==> config.mk <==
export PLATFORM = sky130hd
export DESIGN_NAME = dcache_top
export DESIGN_NICKNAME = d
export VERILOG_FILES = /design/src/logic/dcache_pkg.sv /design/src/logic/dcache_top.sv /design/src/logic/dcache_ctrl_fsm.sv /design/src/logic/dcache_data_store.sv /design/src/logic/dcache_tag_store.sv
export VERILOG_INCLUDE_DIRS = /design/src /design/src/include
export SDC_FILE = /design/constraint.sdc
export NUM_CORES = 2
export LEC_CHECK = 0
export BUFFER_PORTS_ARGS = -buffer_cell sky130_fd_sc_hd__clkbuf_2
export CAP_MARGIN = 0
export CORE_UTILIZATION = 55
export CTS_CLUSTER_SIZE = 40
export DETAILED_ROUTE_END_ITERATION = 10
export PLACE_DENSITY_LB_ADDON = 0.15
export SLEW_MARGIN = 20
export SYNTH_ARGS = -nofsm -noshare
export SYNTH_HDL_FRONTEND = slang
export SYNTH_MEMORY_MAX_BITS = 65536
export SYNTH_SLANG_ARGS = --single-unit
==> constraint.sdc <==
create_clock -name clk_i -period 13.8 [get_ports clk_i]
set_input_delay 0 -clock clk_i [delete_from_list [all_inputs] [get_ports clk_i]]
set_output_delay 0 -clock clk_i [all_outputs]
set_load 0.01 [all_outputs]
==> src/include/dcache_ctrl_config.svh <==
/*
 * geometry of the data cache, shared by the package and the RTL
 * include wherever a width or a size is needed
 */
`ifndef DCACHE_CTRL_CONFIG_SVH
`define DCACHE_CTRL_CONFIG_SVH

// primary sizes
`define DC_ADDR_WIDTH     16
`define DC_WORD_WIDTH     32
`define DC_WAYS           2
`define DC_SETS           16
`define DC_WORDS_PER_LINE 4

// derived widths of the address fields and byte enables
`define DC_BYTE_OFF_WIDTH $clog2(`DC_WORD_WIDTH / 8)
`define DC_WOFF_WIDTH     $clog2(`DC_WORDS_PER_LINE)
`define DC_INDEX_WIDTH    $clog2(`DC_SETS)
`define DC_TAG_WIDTH      (`DC_ADDR_WIDTH - `DC_INDEX_WIDTH - `DC_WOFF_WIDTH - `DC_BYTE_OFF_WIDTH)
`define DC_BE_WIDTH       (`DC_WORD_WIDTH / 8)

`endif
==> src/logic/dcache_pkg.sv <==
/*
 * types shared by the data cache RTL
 * refer to them as dcache_pkg::name
 */
`include "dcache_ctrl_config.svh"

package dcache_pkg;

    // ------------------------------------------------------------
    // address and data
    // ------------------------------------------------------------
    typedef logic [`DC_ADDR_WIDTH-1:0]  addr_t;
    typedef logic [`DC_WORD_WIDTH-1:0]  word_t;
    typedef logic [`DC_BE_WIDTH-1:0]    be_t;

    // address fields, high to low: tag, index, word offset, byte offset
    typedef logic [`DC_TAG_WIDTH-1:0]   tag_t;
    typedef logic [`DC_INDEX_WIDTH-1:0] index_t;
    typedef logic [`DC_WOFF_WIDTH-1:0]  woff_t;

    // one bit per way, at most one set
    typedef logic [`DC_WAYS-1:0]        way_vec_t;

    // ------------------------------------------------------------
    // controller states
    // ------------------------------------------------------------
    typedef enum logic [2:0] {
        IDLE,
        LOOKUP,
        MEM_WRITE,
        REFILL_REQ,
        REFILL_RELEASE,
        RESPOND
    } fsm_state_e;

endpackage

==> src/logic/dcache_top.sv <==
/*
 * top of the data cache controller
 * tag store and data store side by side, the FSM combines their answers
 */
`timescale 1ns/1ps
`include "dcache_ctrl_config.svh"

module dcache_top (
    input  logic              clk_i,
    input  logic              rst_ni,
    // core port
    input  logic              core_req_i,
    input  logic              core_we_i,
    input  dcache_pkg::addr_t core_addr_i,
    input  dcache_pkg::word_t core_wdata_i,
    input  dcache_pkg::be_t   core_be_i,
    output logic              core_ack_o,
    output dcache_pkg::word_t core_rdata_o,
    // memory port
    output logic              mem_req_o,
    output logic              mem_we_o,
    output dcache_pkg::addr_t mem_addr_o,
    output dcache_pkg::word_t mem_wdata_o,
    input  logic              mem_ack_i,
    input  dcache_pkg::word_t mem_rdata_i
);

    // tag store wires
    logic                             lookup;
    dcache_pkg::index_t               lookup_index;
    dcache_pkg::tag_t                 lookup_tag;
    logic                             fill;
    dcache_pkg::way_vec_t             fill_way;
    logic                             touch;
    dcache_pkg::way_vec_t             touch_way;
    dcache_pkg::way_vec_t             hit_way;
    dcache_pkg::way_vec_t             victim_way;
    // data store wires
    dcache_pkg::index_t               rd_index;
    dcache_pkg::woff_t                rd_woff;
    dcache_pkg::word_t [`DC_WAYS-1:0] way_words;
    logic                             wr;
    dcache_pkg::way_vec_t             wr_way;
    dcache_pkg::index_t               wr_index;
    dcache_pkg::woff_t                wr_woff;
    dcache_pkg::be_t                  wr_be;
    dcache_pkg::word_t                wr_data;

    dcache_tag_store i_tag_store (
        .clk_i          (clk_i),
        .rst_ni         (rst_ni),
        .lookup_i       (lookup),
        .lookup_index_i (lookup_index),
        .lookup_tag_i   (lookup_tag),
        .fill_i         (fill),
        .fill_way_i     (fill_way),
        .touch_i        (touch),
        .touch_way_i    (touch_way),
        .hit_way_o      (hit_way),
        .victim_way_o   (victim_way)
    );

    dcache_data_store i_data_store (
        .clk_i       (clk_i),
        .rst_ni      (rst_ni),
        .rd_index_i  (rd_index),
        .rd_woff_i   (rd_woff),
        .wr_i        (wr),
        .wr_way_i    (wr_way),
        .wr_index_i  (wr_index),
        .wr_woff_i   (wr_woff),
        .wr_be_i     (wr_be),
        .wr_data_i   (wr_data),
        .way_words_o (way_words)
    );

    dcache_ctrl_fsm i_ctrl_fsm (
        .clk_i          (clk_i),
        .rst_ni         (rst_ni),
        .core_req_i     (core_req_i),
        .core_we_i      (core_we_i),
        .core_addr_i    (core_addr_i),
        .core_wdata_i   (core_wdata_i),
        .core_be_i      (core_be_i),
        .core_ack_o     (core_ack_o),
        .core_rdata_o   (core_rdata_o),
        .mem_req_o      (mem_req_o),
        .mem_we_o       (mem_we_o),
        .mem_addr_o     (mem_addr_o),
        .mem_wdata_o    (mem_wdata_o),
        .mem_ack_i      (mem_ack_i),
        .mem_rdata_i    (mem_rdata_i),
        .lookup_o       (lookup),
        .lookup_index_o (lookup_index),
        .lookup_tag_o   (lookup_tag),
        .hit_way_i      (hit_way),
        .victim_way_i   (victim_way),
        .fill_o         (fill),
        .fill_way_o     (fill_way),
        .touch_o        (touch),
        .touch_way_o    (touch_way),
        .rd_index_o     (rd_index),
        .rd_woff_o      (rd_woff),
        .way_words_i    (way_words),
        .wr_o           (wr),
        .wr_way_o       (wr_way),
        .wr_index_o     (wr_index),
        .wr_woff_o      (wr_woff),
        .wr_be_o        (wr_be),
        .wr_data_o      (wr_data)
    );

endmodule

==> src/logic/dcache_ctrl_fsm.sv <==
/*
 * request sequencing of the write-through data cache
 * serves hits from the stores, refills load misses and writes stores to memory
 */
`timescale 1ns/1ps
`include "dcache_ctrl_config.svh"

module dcache_ctrl_fsm (
    input  logic                             clk_i,
    input  logic                             rst_ni,
    // core port
    input  logic                             core_req_i,
    input  logic                             core_we_i,
    input  dcache_pkg::addr_t                core_addr_i,
    input  dcache_pkg::word_t                core_wdata_i,
    input  dcache_pkg::be_t                  core_be_i,
    output logic                             core_ack_o,
    output dcache_pkg::word_t                core_rdata_o,
    // memory port
    output logic                             mem_req_o,
    output logic                             mem_we_o,
    output dcache_pkg::addr_t                mem_addr_o,
    output dcache_pkg::word_t                mem_wdata_o,
    input  logic                             mem_ack_i,
    input  dcache_pkg::word_t                mem_rdata_i,
    // tag store
    output logic                             lookup_o,
    output dcache_pkg::index_t               lookup_index_o,
    output dcache_pkg::tag_t                 lookup_tag_o,
    input  dcache_pkg::way_vec_t             hit_way_i,
    input  dcache_pkg::way_vec_t             victim_way_i,
    output logic                             fill_o,
    output dcache_pkg::way_vec_t             fill_way_o,
    output logic                             touch_o,
    output dcache_pkg::way_vec_t             touch_way_o,
    // data store
    output dcache_pkg::index_t               rd_index_o,
    output dcache_pkg::woff_t                rd_woff_o,
    input  dcache_pkg::word_t [`DC_WAYS-1:0] way_words_i,
    output logic                             wr_o,
    output dcache_pkg::way_vec_t             wr_way_o,
    output dcache_pkg::index_t               wr_index_o,
    output dcache_pkg::woff_t                wr_woff_o,
    output dcache_pkg::be_t                  wr_be_o,
    output dcache_pkg::word_t                wr_data_o
);

    dcache_pkg::fsm_state_e state_d, state_q;
    logic                   ack_d, ack_q;
    logic                   mem_req_d, mem_req_q;
    dcache_pkg::woff_t      cnt_d, cnt_q;
    // latched request and its results
    logic                   we_d, we_q;
    dcache_pkg::addr_t      addr_d, addr_q;
    dcache_pkg::word_t      wdata_d, wdata_q;
    dcache_pkg::be_t        be_d, be_q;
    dcache_pkg::way_vec_t   way_d, way_q;
    dcache_pkg::word_t      rdata_d, rdata_q;

    dcache_pkg::tag_t       req_tag;
    dcache_pkg::index_t     req_index;
    dcache_pkg::woff_t      req_woff;
    dcache_pkg::word_t      hit_word;
    dcache_pkg::word_t      merged_word;
    logic                   refill_st;

    assign req_tag   = addr_q[`DC_ADDR_WIDTH-1 -: `DC_TAG_WIDTH];
    assign req_index = addr_q[`DC_BYTE_OFF_WIDTH+`DC_WOFF_WIDTH +: `DC_INDEX_WIDTH];
    assign req_woff  = addr_q[`DC_BYTE_OFF_WIDTH +: `DC_WOFF_WIDTH];
    assign refill_st = (state_q == dcache_pkg::REFILL_REQ);

    // parallel lookup straight from the core address
    assign lookup_index_o = core_addr_i[`DC_BYTE_OFF_WIDTH+`DC_WOFF_WIDTH +: `DC_INDEX_WIDTH];
    assign lookup_tag_o   = core_addr_i[`DC_ADDR_WIDTH-1 -: `DC_TAG_WIDTH];
    assign rd_index_o     = lookup_index_o;
    assign rd_woff_o      = core_addr_i[`DC_BYTE_OFF_WIDTH +: `DC_WOFF_WIDTH];

    // ------------------------------------------------------------
    // way select and store merge
    // ------------------------------------------------------------
    always_comb begin
        hit_word = '0;
        for (int w = 0; w < `DC_WAYS; w++) begin
            if (hit_way_i[w]) begin
                hit_word = way_words_i[w];
            end
        end
        for (int b = 0; b < `DC_BE_WIDTH; b++) begin
            merged_word[8*b +: 8] = be_q[b] ? wdata_q[8*b +: 8] : hit_word[8*b +: 8];
        end
    end

    // refill writes whole words at the walking offset, store hits use the request
    assign wr_index_o = req_index;
    assign wr_woff_o  = refill_st ? cnt_q : req_woff;
    assign wr_be_o    = refill_st ? '1 : be_q;
    assign wr_data_o  = refill_st ? mem_rdata_i : wdata_q;

    // memory side, one aligned word per transfer
    assign mem_req_o   = mem_req_q;
    assign mem_we_o    = we_q;
    assign mem_addr_o  = {req_tag, req_index, (we_q ? req_woff : cnt_q),
                          {`DC_BYTE_OFF_WIDTH{1'b0}}};
    assign mem_wdata_o = wdata_q;

    assign core_ack_o   = ack_q;
    assign core_rdata_o = rdata_q;
    assign fill_way_o   = way_q;

    // ------------------------------------------------------------
    // next state
    // ------------------------------------------------------------
    always_comb begin
        state_d     = state_q;
        ack_d       = ack_q;
        mem_req_d   = mem_req_q;
        cnt_d       = cnt_q;
        we_d        = we_q;
        addr_d      = addr_q;
        wdata_d     = wdata_q;
        be_d        = be_q;
        way_d       = way_q;
        rdata_d     = rdata_q;
        lookup_o    = 1'b0;
        wr_o        = 1'b0;
        wr_way_o    = '0;
        fill_o      = 1'b0;
        touch_o     = 1'b0;
        touch_way_o = '0;

        case (state_q)
            dcache_pkg::IDLE: begin
                if (core_req_i) begin
                    lookup_o = 1'b1;
                    we_d     = core_we_i;
                    addr_d   = core_addr_i;
                    wdata_d  = core_wdata_i;
                    be_d     = core_be_i;
                    state_d  = dcache_pkg::LOOKUP;
                end
            end

            // tag and data results arrive here together
            dcache_pkg::LOOKUP: begin
                if (|hit_way_i) begin
                    touch_o     = 1'b1;
                    touch_way_o = hit_way_i;
                end
                if (!we_q && (|hit_way_i)) begin
                    rdata_d = hit_word;
                    state_d = dcache_pkg::RESPOND;
                end else if (we_q) begin
                    // store hit updates the line, memory always gets the word
                    wr_o      = |hit_way_i;
                    wr_way_o  = hit_way_i;
                    if (|hit_way_i) begin
                        wdata_d = merged_word;
                    end
                    mem_req_d = 1'b1;
                    state_d   = dcache_pkg::MEM_WRITE;
                end else begin
                    way_d     = victim_way_i;
                    cnt_d     = '0;
                    mem_req_d = 1'b1;
                    state_d   = dcache_pkg::REFILL_REQ;
                end
            end

            dcache_pkg::MEM_WRITE: begin
                if (mem_req_q && mem_ack_i) begin
                    mem_req_d = 1'b0;
                end else if (!mem_req_q && !mem_ack_i) begin
                    // answer right after memory releases
                    ack_d   = 1'b1;
                    state_d = dcache_pkg::RESPOND;
                end
            end

            dcache_pkg::REFILL_REQ: begin
                if (mem_ack_i) begin
                    wr_o      = 1'b1;
                    wr_way_o  = way_q;
                    if (cnt_q == req_woff) begin
                        rdata_d = mem_rdata_i;
                    end
                    mem_req_d = 1'b0;
                    state_d   = dcache_pkg::REFILL_RELEASE;
                end
            end

            dcache_pkg::REFILL_RELEASE: begin
                if (!mem_ack_i) begin
                    if (cnt_q == dcache_pkg::woff_t'(`DC_WORDS_PER_LINE-1)) begin
                        fill_o  = 1'b1;
                        state_d = dcache_pkg::RESPOND;
                    end else begin
                        cnt_d     = cnt_q + 1'b1;
                        mem_req_d = 1'b1;
                        state_d   = dcache_pkg::REFILL_REQ;
                    end
                end
            end

            dcache_pkg::RESPOND: begin
                if (!ack_q) begin
                    ack_d = 1'b1;
                end else if (!core_req_i) begin
                    ack_d   = 1'b0;
                    state_d = dcache_pkg::IDLE;
                end
            end

            default: begin
                state_d = dcache_pkg::IDLE;
            end
        endcase
    end

    // ------------------------------------------------------------
    // registers
    // ------------------------------------------------------------
    always_ff @(posedge clk_i or negedge rst_ni) begin
        if (!rst_ni) begin
            state_q   <= dcache_pkg::IDLE;
            ack_q     <= 1'b0;
            mem_req_q <= 1'b0;
            cnt_q     <= '0;
        end else begin
            state_q   <= state_d;
            ack_q     <= ack_d;
            mem_req_q <= mem_req_d;
            cnt_q     <= cnt_d;
        end
    end

    always_ff @(posedge clk_i) begin
        we_q    <= we_d;
        addr_q  <= addr_d;
        wdata_q <= wdata_d;
        be_q    <= be_d;
        way_q   <= way_d;
        rdata_q <= rdata_d;
    end

endmodule

==> src/logic/dcache_data_store.sv <==
/*
 * word arrays of the two ways
 * every way is read in parallel, writes go to one way under byte enables
 */
`timescale 1ns/1ps
`include "dcache_ctrl_config.svh"

module dcache_data_store (
    input  logic                                 clk_i,
    input  logic                                 rst_ni,
    input  dcache_pkg::index_t                   rd_index_i,
    input  dcache_pkg::woff_t                    rd_woff_i,
    input  logic                                 wr_i,
    input  dcache_pkg::way_vec_t                 wr_way_i,
    input  dcache_pkg::index_t                   wr_index_i,
    input  dcache_pkg::woff_t                    wr_woff_i,
    input  dcache_pkg::be_t                      wr_be_i,
    input  dcache_pkg::word_t                    wr_data_i,
    output dcache_pkg::word_t [`DC_WAYS-1:0]     way_words_o
);

    // one entry per word, addressed by {index, word offset}
    dcache_pkg::word_t data_mem [`DC_WAYS][`DC_SETS*`DC_WORDS_PER_LINE];

    logic [`DC_INDEX_WIDTH+`DC_WOFF_WIDTH-1:0] rd_addr;
    logic [`DC_INDEX_WIDTH+`DC_WOFF_WIDTH-1:0] wr_addr;

    assign rd_addr = {rd_index_i, rd_woff_i};
    assign wr_addr = {wr_index_i, wr_woff_i};

    // ------------------------------------------------------------
    // synchronous read of all ways
    // ------------------------------------------------------------
    always_ff @(posedge clk_i or negedge rst_ni) begin
        if (!rst_ni) begin
            way_words_o <= '0;
        end else begin
            for (int w = 0; w < `DC_WAYS; w++) begin
                way_words_o[w] <= data_mem[w][rd_addr];
            end
        end
    end

    // ------------------------------------------------------------
    // byte enabled write into the selected way
    // ------------------------------------------------------------
    always_ff @(posedge clk_i) begin
        for (int w = 0; w < `DC_WAYS; w++) begin
            for (int b = 0; b < `DC_BE_WIDTH; b++) begin
                if (wr_i && wr_way_i[w] && wr_be_i[b]) begin
                    data_mem[w][wr_addr][8*b +: 8] <= wr_data_i[8*b +: 8];
                end
            end
        end
    end

endmodule

==> src/logic/dcache_tag_store.sv <==
/*
 * valid bits, tags and replacement bits of the two-way cache
 * a lookup registers index and tag, the hit and victim ways follow one cycle later
 */
`timescale 1ns/1ps
`include "dcache_ctrl_config.svh"

module dcache_tag_store (
    input  logic                 clk_i,
    input  logic                 rst_ni,
    input  logic                 lookup_i,
    input  dcache_pkg::index_t   lookup_index_i,
    input  dcache_pkg::tag_t     lookup_tag_i,
    input  logic                 fill_i,
    input  dcache_pkg::way_vec_t fill_way_i,
    input  logic                 touch_i,
    input  dcache_pkg::way_vec_t touch_way_i,
    output dcache_pkg::way_vec_t hit_way_o,
    output dcache_pkg::way_vec_t victim_way_o
);

    logic [`DC_SETS-1:0]  valid_q [`DC_WAYS];
    // one bit per set, names the way to evict next
    logic [`DC_SETS-1:0]  repl_q;
    dcache_pkg::tag_t     tag_mem [`DC_WAYS][`DC_SETS];
    dcache_pkg::index_t   index_q;
    dcache_pkg::tag_t     tag_q;
    dcache_pkg::way_vec_t upd_way;

    // fill wins over touch, both move the victim to the other way
    assign upd_way = fill_i ? fill_way_i : touch_way_i;

    // ------------------------------------------------------------
    // compare against the registered lookup
    // ------------------------------------------------------------
    always_comb begin
        for (int w = 0; w < `DC_WAYS; w++) begin
            hit_way_o[w] = valid_q[w][index_q] && (tag_mem[w][index_q] == tag_q);
        end
    end

    assign victim_way_o = dcache_pkg::way_vec_t'(1) << repl_q[index_q];

    // lookup registers, valid and replacement state
    always_ff @(posedge clk_i or negedge rst_ni) begin
        if (!rst_ni) begin
            index_q <= '0;
            tag_q   <= '0;
            repl_q  <= '0;
            for (int w = 0; w < `DC_WAYS; w++) begin
                valid_q[w] <= '0;
            end
        end else begin
            if (lookup_i) begin
                index_q <= lookup_index_i;
                tag_q   <= lookup_tag_i;
            end
            for (int w = 0; w < `DC_WAYS; w++) begin
                if (fill_i && fill_way_i[w]) begin
                    valid_q[w][index_q] <= 1'b1;
                end
            end
            // way 0 used, so way 1 is next
            if (fill_i || touch_i) begin
                repl_q[index_q] <= upd_way[0];
            end
        end
    end

    // tag array, written on fill with the looked-up tag
    always_ff @(posedge clk_i) begin
        for (int w = 0; w < `DC_WAYS; w++) begin
            if (fill_i && fill_way_i[w]) begin
                tag_mem[w][index_q] <= tag_q;
            end
        end
    end

endmodule

==> results.toml <==
[yosys]
synthDominantCellAreaShare_pct = 75.51
synth.largest_area_cell = "edfxtp_1"
synth_cells = 7757
syn_avg_cell_area_um2 = 22.75
synth_cell_type_count = 52
synthTopCellsByArea = "edfxtp_1 76%, mux4_2 18%, dfrtp_1 1.9%"
yosysSeqAreaShare_pct = 77.37
synth_edf_count = 4437
synthArstFlopShare_pct = 2.868
netlist_area_um2 = 176400
ys.flop_type = "edfxtp_1"
yosys_register_bits = 4568
yosysWarnings = 0

[timing]
skew_ns = 0.04458
worst_slew_pin_slew_ns = 1.243
timing.final.crit_share_pct = 42.03
maxSlewViolCount = 0
setup_tns_ns = 0
rsz0062_at_grt = "false"
hold_violations = 0
fmax_mhz = 172.4
fin_crit_ns = 5.800
hold_slack_ns = 0.07645
fin_ws_ns = 8.000
slew_headroom_pct = 16.77
setup_viol = 0

[clocking]
cts_tree = "yes"
postCtsSetupBuffers = 0
clk_latency_ns = 0.97
ctsHoldBuffers = 154
clock-sinks = 4568
htree_levels = 5
clockBufferDepth = 4
cts-resized-gates = 0
numCtsBuffers = 447
clockRootBuffer = "clkbuf_16"
clkSlewWorstSetupHoldPaths_ns = 0.06

[worst_setup_path]
cp.required_ns = 14.37
worstSetupPathType = "register to register"
regToRegSetupSlack_ns = 8.00
crit_path_end_kind = "register"
cp_max_fo = 64
arrival_ns = 6.37
worstRegToRegCells = 10
start_kind = "register"

[global_route]
antenna_found_initial = 67
first_global_vias = 83579
grt_pass1_wl_mm = 634.7
grt_max_degree = 151
grt.total_usage_pct = 27.99
gr-total-overflow = 0

[layout]
multiInputGateArea_um2 = 38390
area_growth_pct = 12.65
regArea_um2 = 136500
drive_gt1_share_pct = 28.92
fin_util_pct = 62.39
fin_nets = 8304
fill_cells = 21083
fin_cells = 12835

[routing]
num_vias = 84548
totalWireLength_mm = 449.1
drcViolationCount = 0
first_iter_violations = 11692
avgRoutedWirePerCell_um = 34.99
drtAntennaViolNets = 0
drtPass1Iterations = 8
viasPerCell = 6.587

[power_and_ir_drop]
leakage_nw = 61.78
vdd_drop_max_uv = 193.3
power_density_nw_per_um2 = 169.6

[die]
dieHeight_um = 568.4
core_um2 = 318600
rows = 207
die_w_um = 568.4
pin_count = 172
die-area_um2 = 323100
initial_core_util_pct = 55.39

[run_status]
outcome = "finished, final reports clean"

[place]
place_congestion = 0.8349
dpl.hpwl_mm = 274.4
post-place-ws_ns = 7.981
dp.cells = 11790
io_buffers = 167

[hold_path]
whs_path_depth = 4
hold_path_class = "input pin to register"

[job]
drv_cap = 0
-- registers in the layout (all words and copies together), names as in the netlist, 14 cells and up --
name and cells:
i_ctrl_fsm.mem_wdata_o 32, i_tag_store.repl_q 16, i_ctrl_fsm.addr_q 14, i_ctrl_fsm.core_rdata_o 32, i_tag_store.tag_mem 256, i_tag_store.valid_q 32
i_data_store.data_mem 4096, i_data_store.way_words_o 64
-- critical path: stages, from the launching register on --
cell and delay, ns:
dfrtp_4 0.77, buf_4 0.67, nor2_1 0.32, a22o_1 0.31
o21ai_0 0.14, nor4b_1 0.32, nand4_1 0.48, a211oi_2 0.84
o22ai_4 0.10, buf_4 0.30, nor2_1 0.87
-- cell type report --
cell class                 instances  area share [%]
tap                             4180           2.631
clock inverter                   264           1.369
sequential                      4568           68.69
inverter                          15         0.02833
clock buffer                     563           6.014
timing repair buffer             468           1.875
multi-input combinational       2714           19.31
antenna                           63         0.07932
-- cell usage in the layout (no fill, tap or decap), types with 12 or more instances in the layout --
cell | Yosys | layout
diode_2 | 0 | 63
inv_1 | 15 | 14
dfrtp_1 | 131 | 127
bufinv_16 | 0 | 54
clkbuf_8 | 0 | 12
a31oi_1 | 71 | 71
or2_2 | 36 | 36
nand2_4 | 0 | 33
nor2_1 | 638 | 636
clkbuf_1 | 327 | 94
clkinv_1 | 0 | 91
dlygate4sd3_1 | 0 | 153
edfxtp_1 | 4437 | 4437
mux2i_1 | 55 | 55
clkbuf_2 | 0 | 160
buf_4 | 28 | 133
mux2_2 | 13 | 13
a22oi_1 | 25 | 25
nand3_1 | 39 | 39
o211ai_1 | 16 | 16
nor3_1 | 14 | 13
clkinv_2 | 0 | 92
mux4_2 | 1402 | 1402
nand2_2 | 0 | 16
clkbuf_16 | 0 | 457
xnor2_1 | 17 | 17
nand2_1 | 251 | 202
a21oi_1 | 31 | 30
buf_12 | 0 | 12
-- routing by layer --
metal  routed length, um  track usage [%]
met2              208200            41.65
met4               13120            8.281
met1              178400            41.66
met3               49290            6.951
met5                 113                0
-- kinds of logic (layout without fill, tap and decap cells) --
| kind of cell | Yosys count | count (layout) | share of synthesized area [%] |
|---|---|---|---|
| flip-flops | 4568 | 4568 | 77.37 |
| XOR/XNOR | 24 | 24 | 0.1191 |
| adder cells (fa/ha/maj) | 1 | 1 | 0.007090 |
| multiplexers | 1470 | 1470 | 18.29 |
| AO/OA/AOI/OAI | 191 | 191 | 0.7467 |
| other | 1 | 65 | 0.002125 |
| AND/OR/NAND/NOR | 1026 | 1026 | 2.360 |
| buffers and inverters | 476 | 1310 | 1.103 |
-- cell usage after synthesis (13+ instances only) --
cell type,count
nor2_1,638
xnor2_1,17
inv_1,15
buf_4,28
mux2i_1,55
a21oi_1,31
a31oi_1,71
mux4_2,1402
buf_2,19
or2_2,36
mux2_2,13
buf_1,83
dfrtp_1,131
clkbuf_1,327
nand3_1,39
a22oi_1,25
nand2_1,251
o211ai_1,16
edfxtp_1,4437
nor3_1,14
-- worst paths after layout --
| kind | end | startpoint |
|---|---|---|
| setup / recovery | i_data_store.data_mem[1][17]$_DFFE_PP_ | i_tag_store.index_q[3]$_DFFE_PN0P_ |
| hold / removal | i_ctrl_fsm.core_rdata_o[21]$_DFFE_PP_ | mem_rdata_i[21] |
| setup reg to reg | i_data_store.data_mem[1][17]$_DFFE_PP_ | i_tag_store.index_q[3]$_DFFE_PN0P_ |
| hold reg to reg | i_tag_store.valid_q[18]$_DFFE_PN0P_ | i_tag_store.valid_q[18]$_DFFE_PN0P_ |
| max in group asynchronous | i_tag_store.index_q[3]$_DFFE_PN0P_ | rst_ni |
| min in group asynchronous | i_data_store.way_words_o[56]$_DFF_PN0_ | rst_ni |
-- where the power goes --
part	leakage (nW)	switching, W	internal, W	total [W]
Combinational	13.1	0.00325	0.000995	0.00424
Sequential	41.5	0.000163	0.0171	0.0172
Clock	7.19	0.00512	0.00712	0.0122
Total	61.8	0.00853	0.0252	0.0337
-- metrics by stage --
step | power (W) | cell area [um2]
global route | 0.03459 | 198600
global placement | 0.02150 | 182300
CTS | 0.03381 | 198500
floorplan | 0.01992 | 176400
detailed placement | 0.02170 | 182300
finish | 0.03371 | 198800
(Power assumes the default switching activity.)
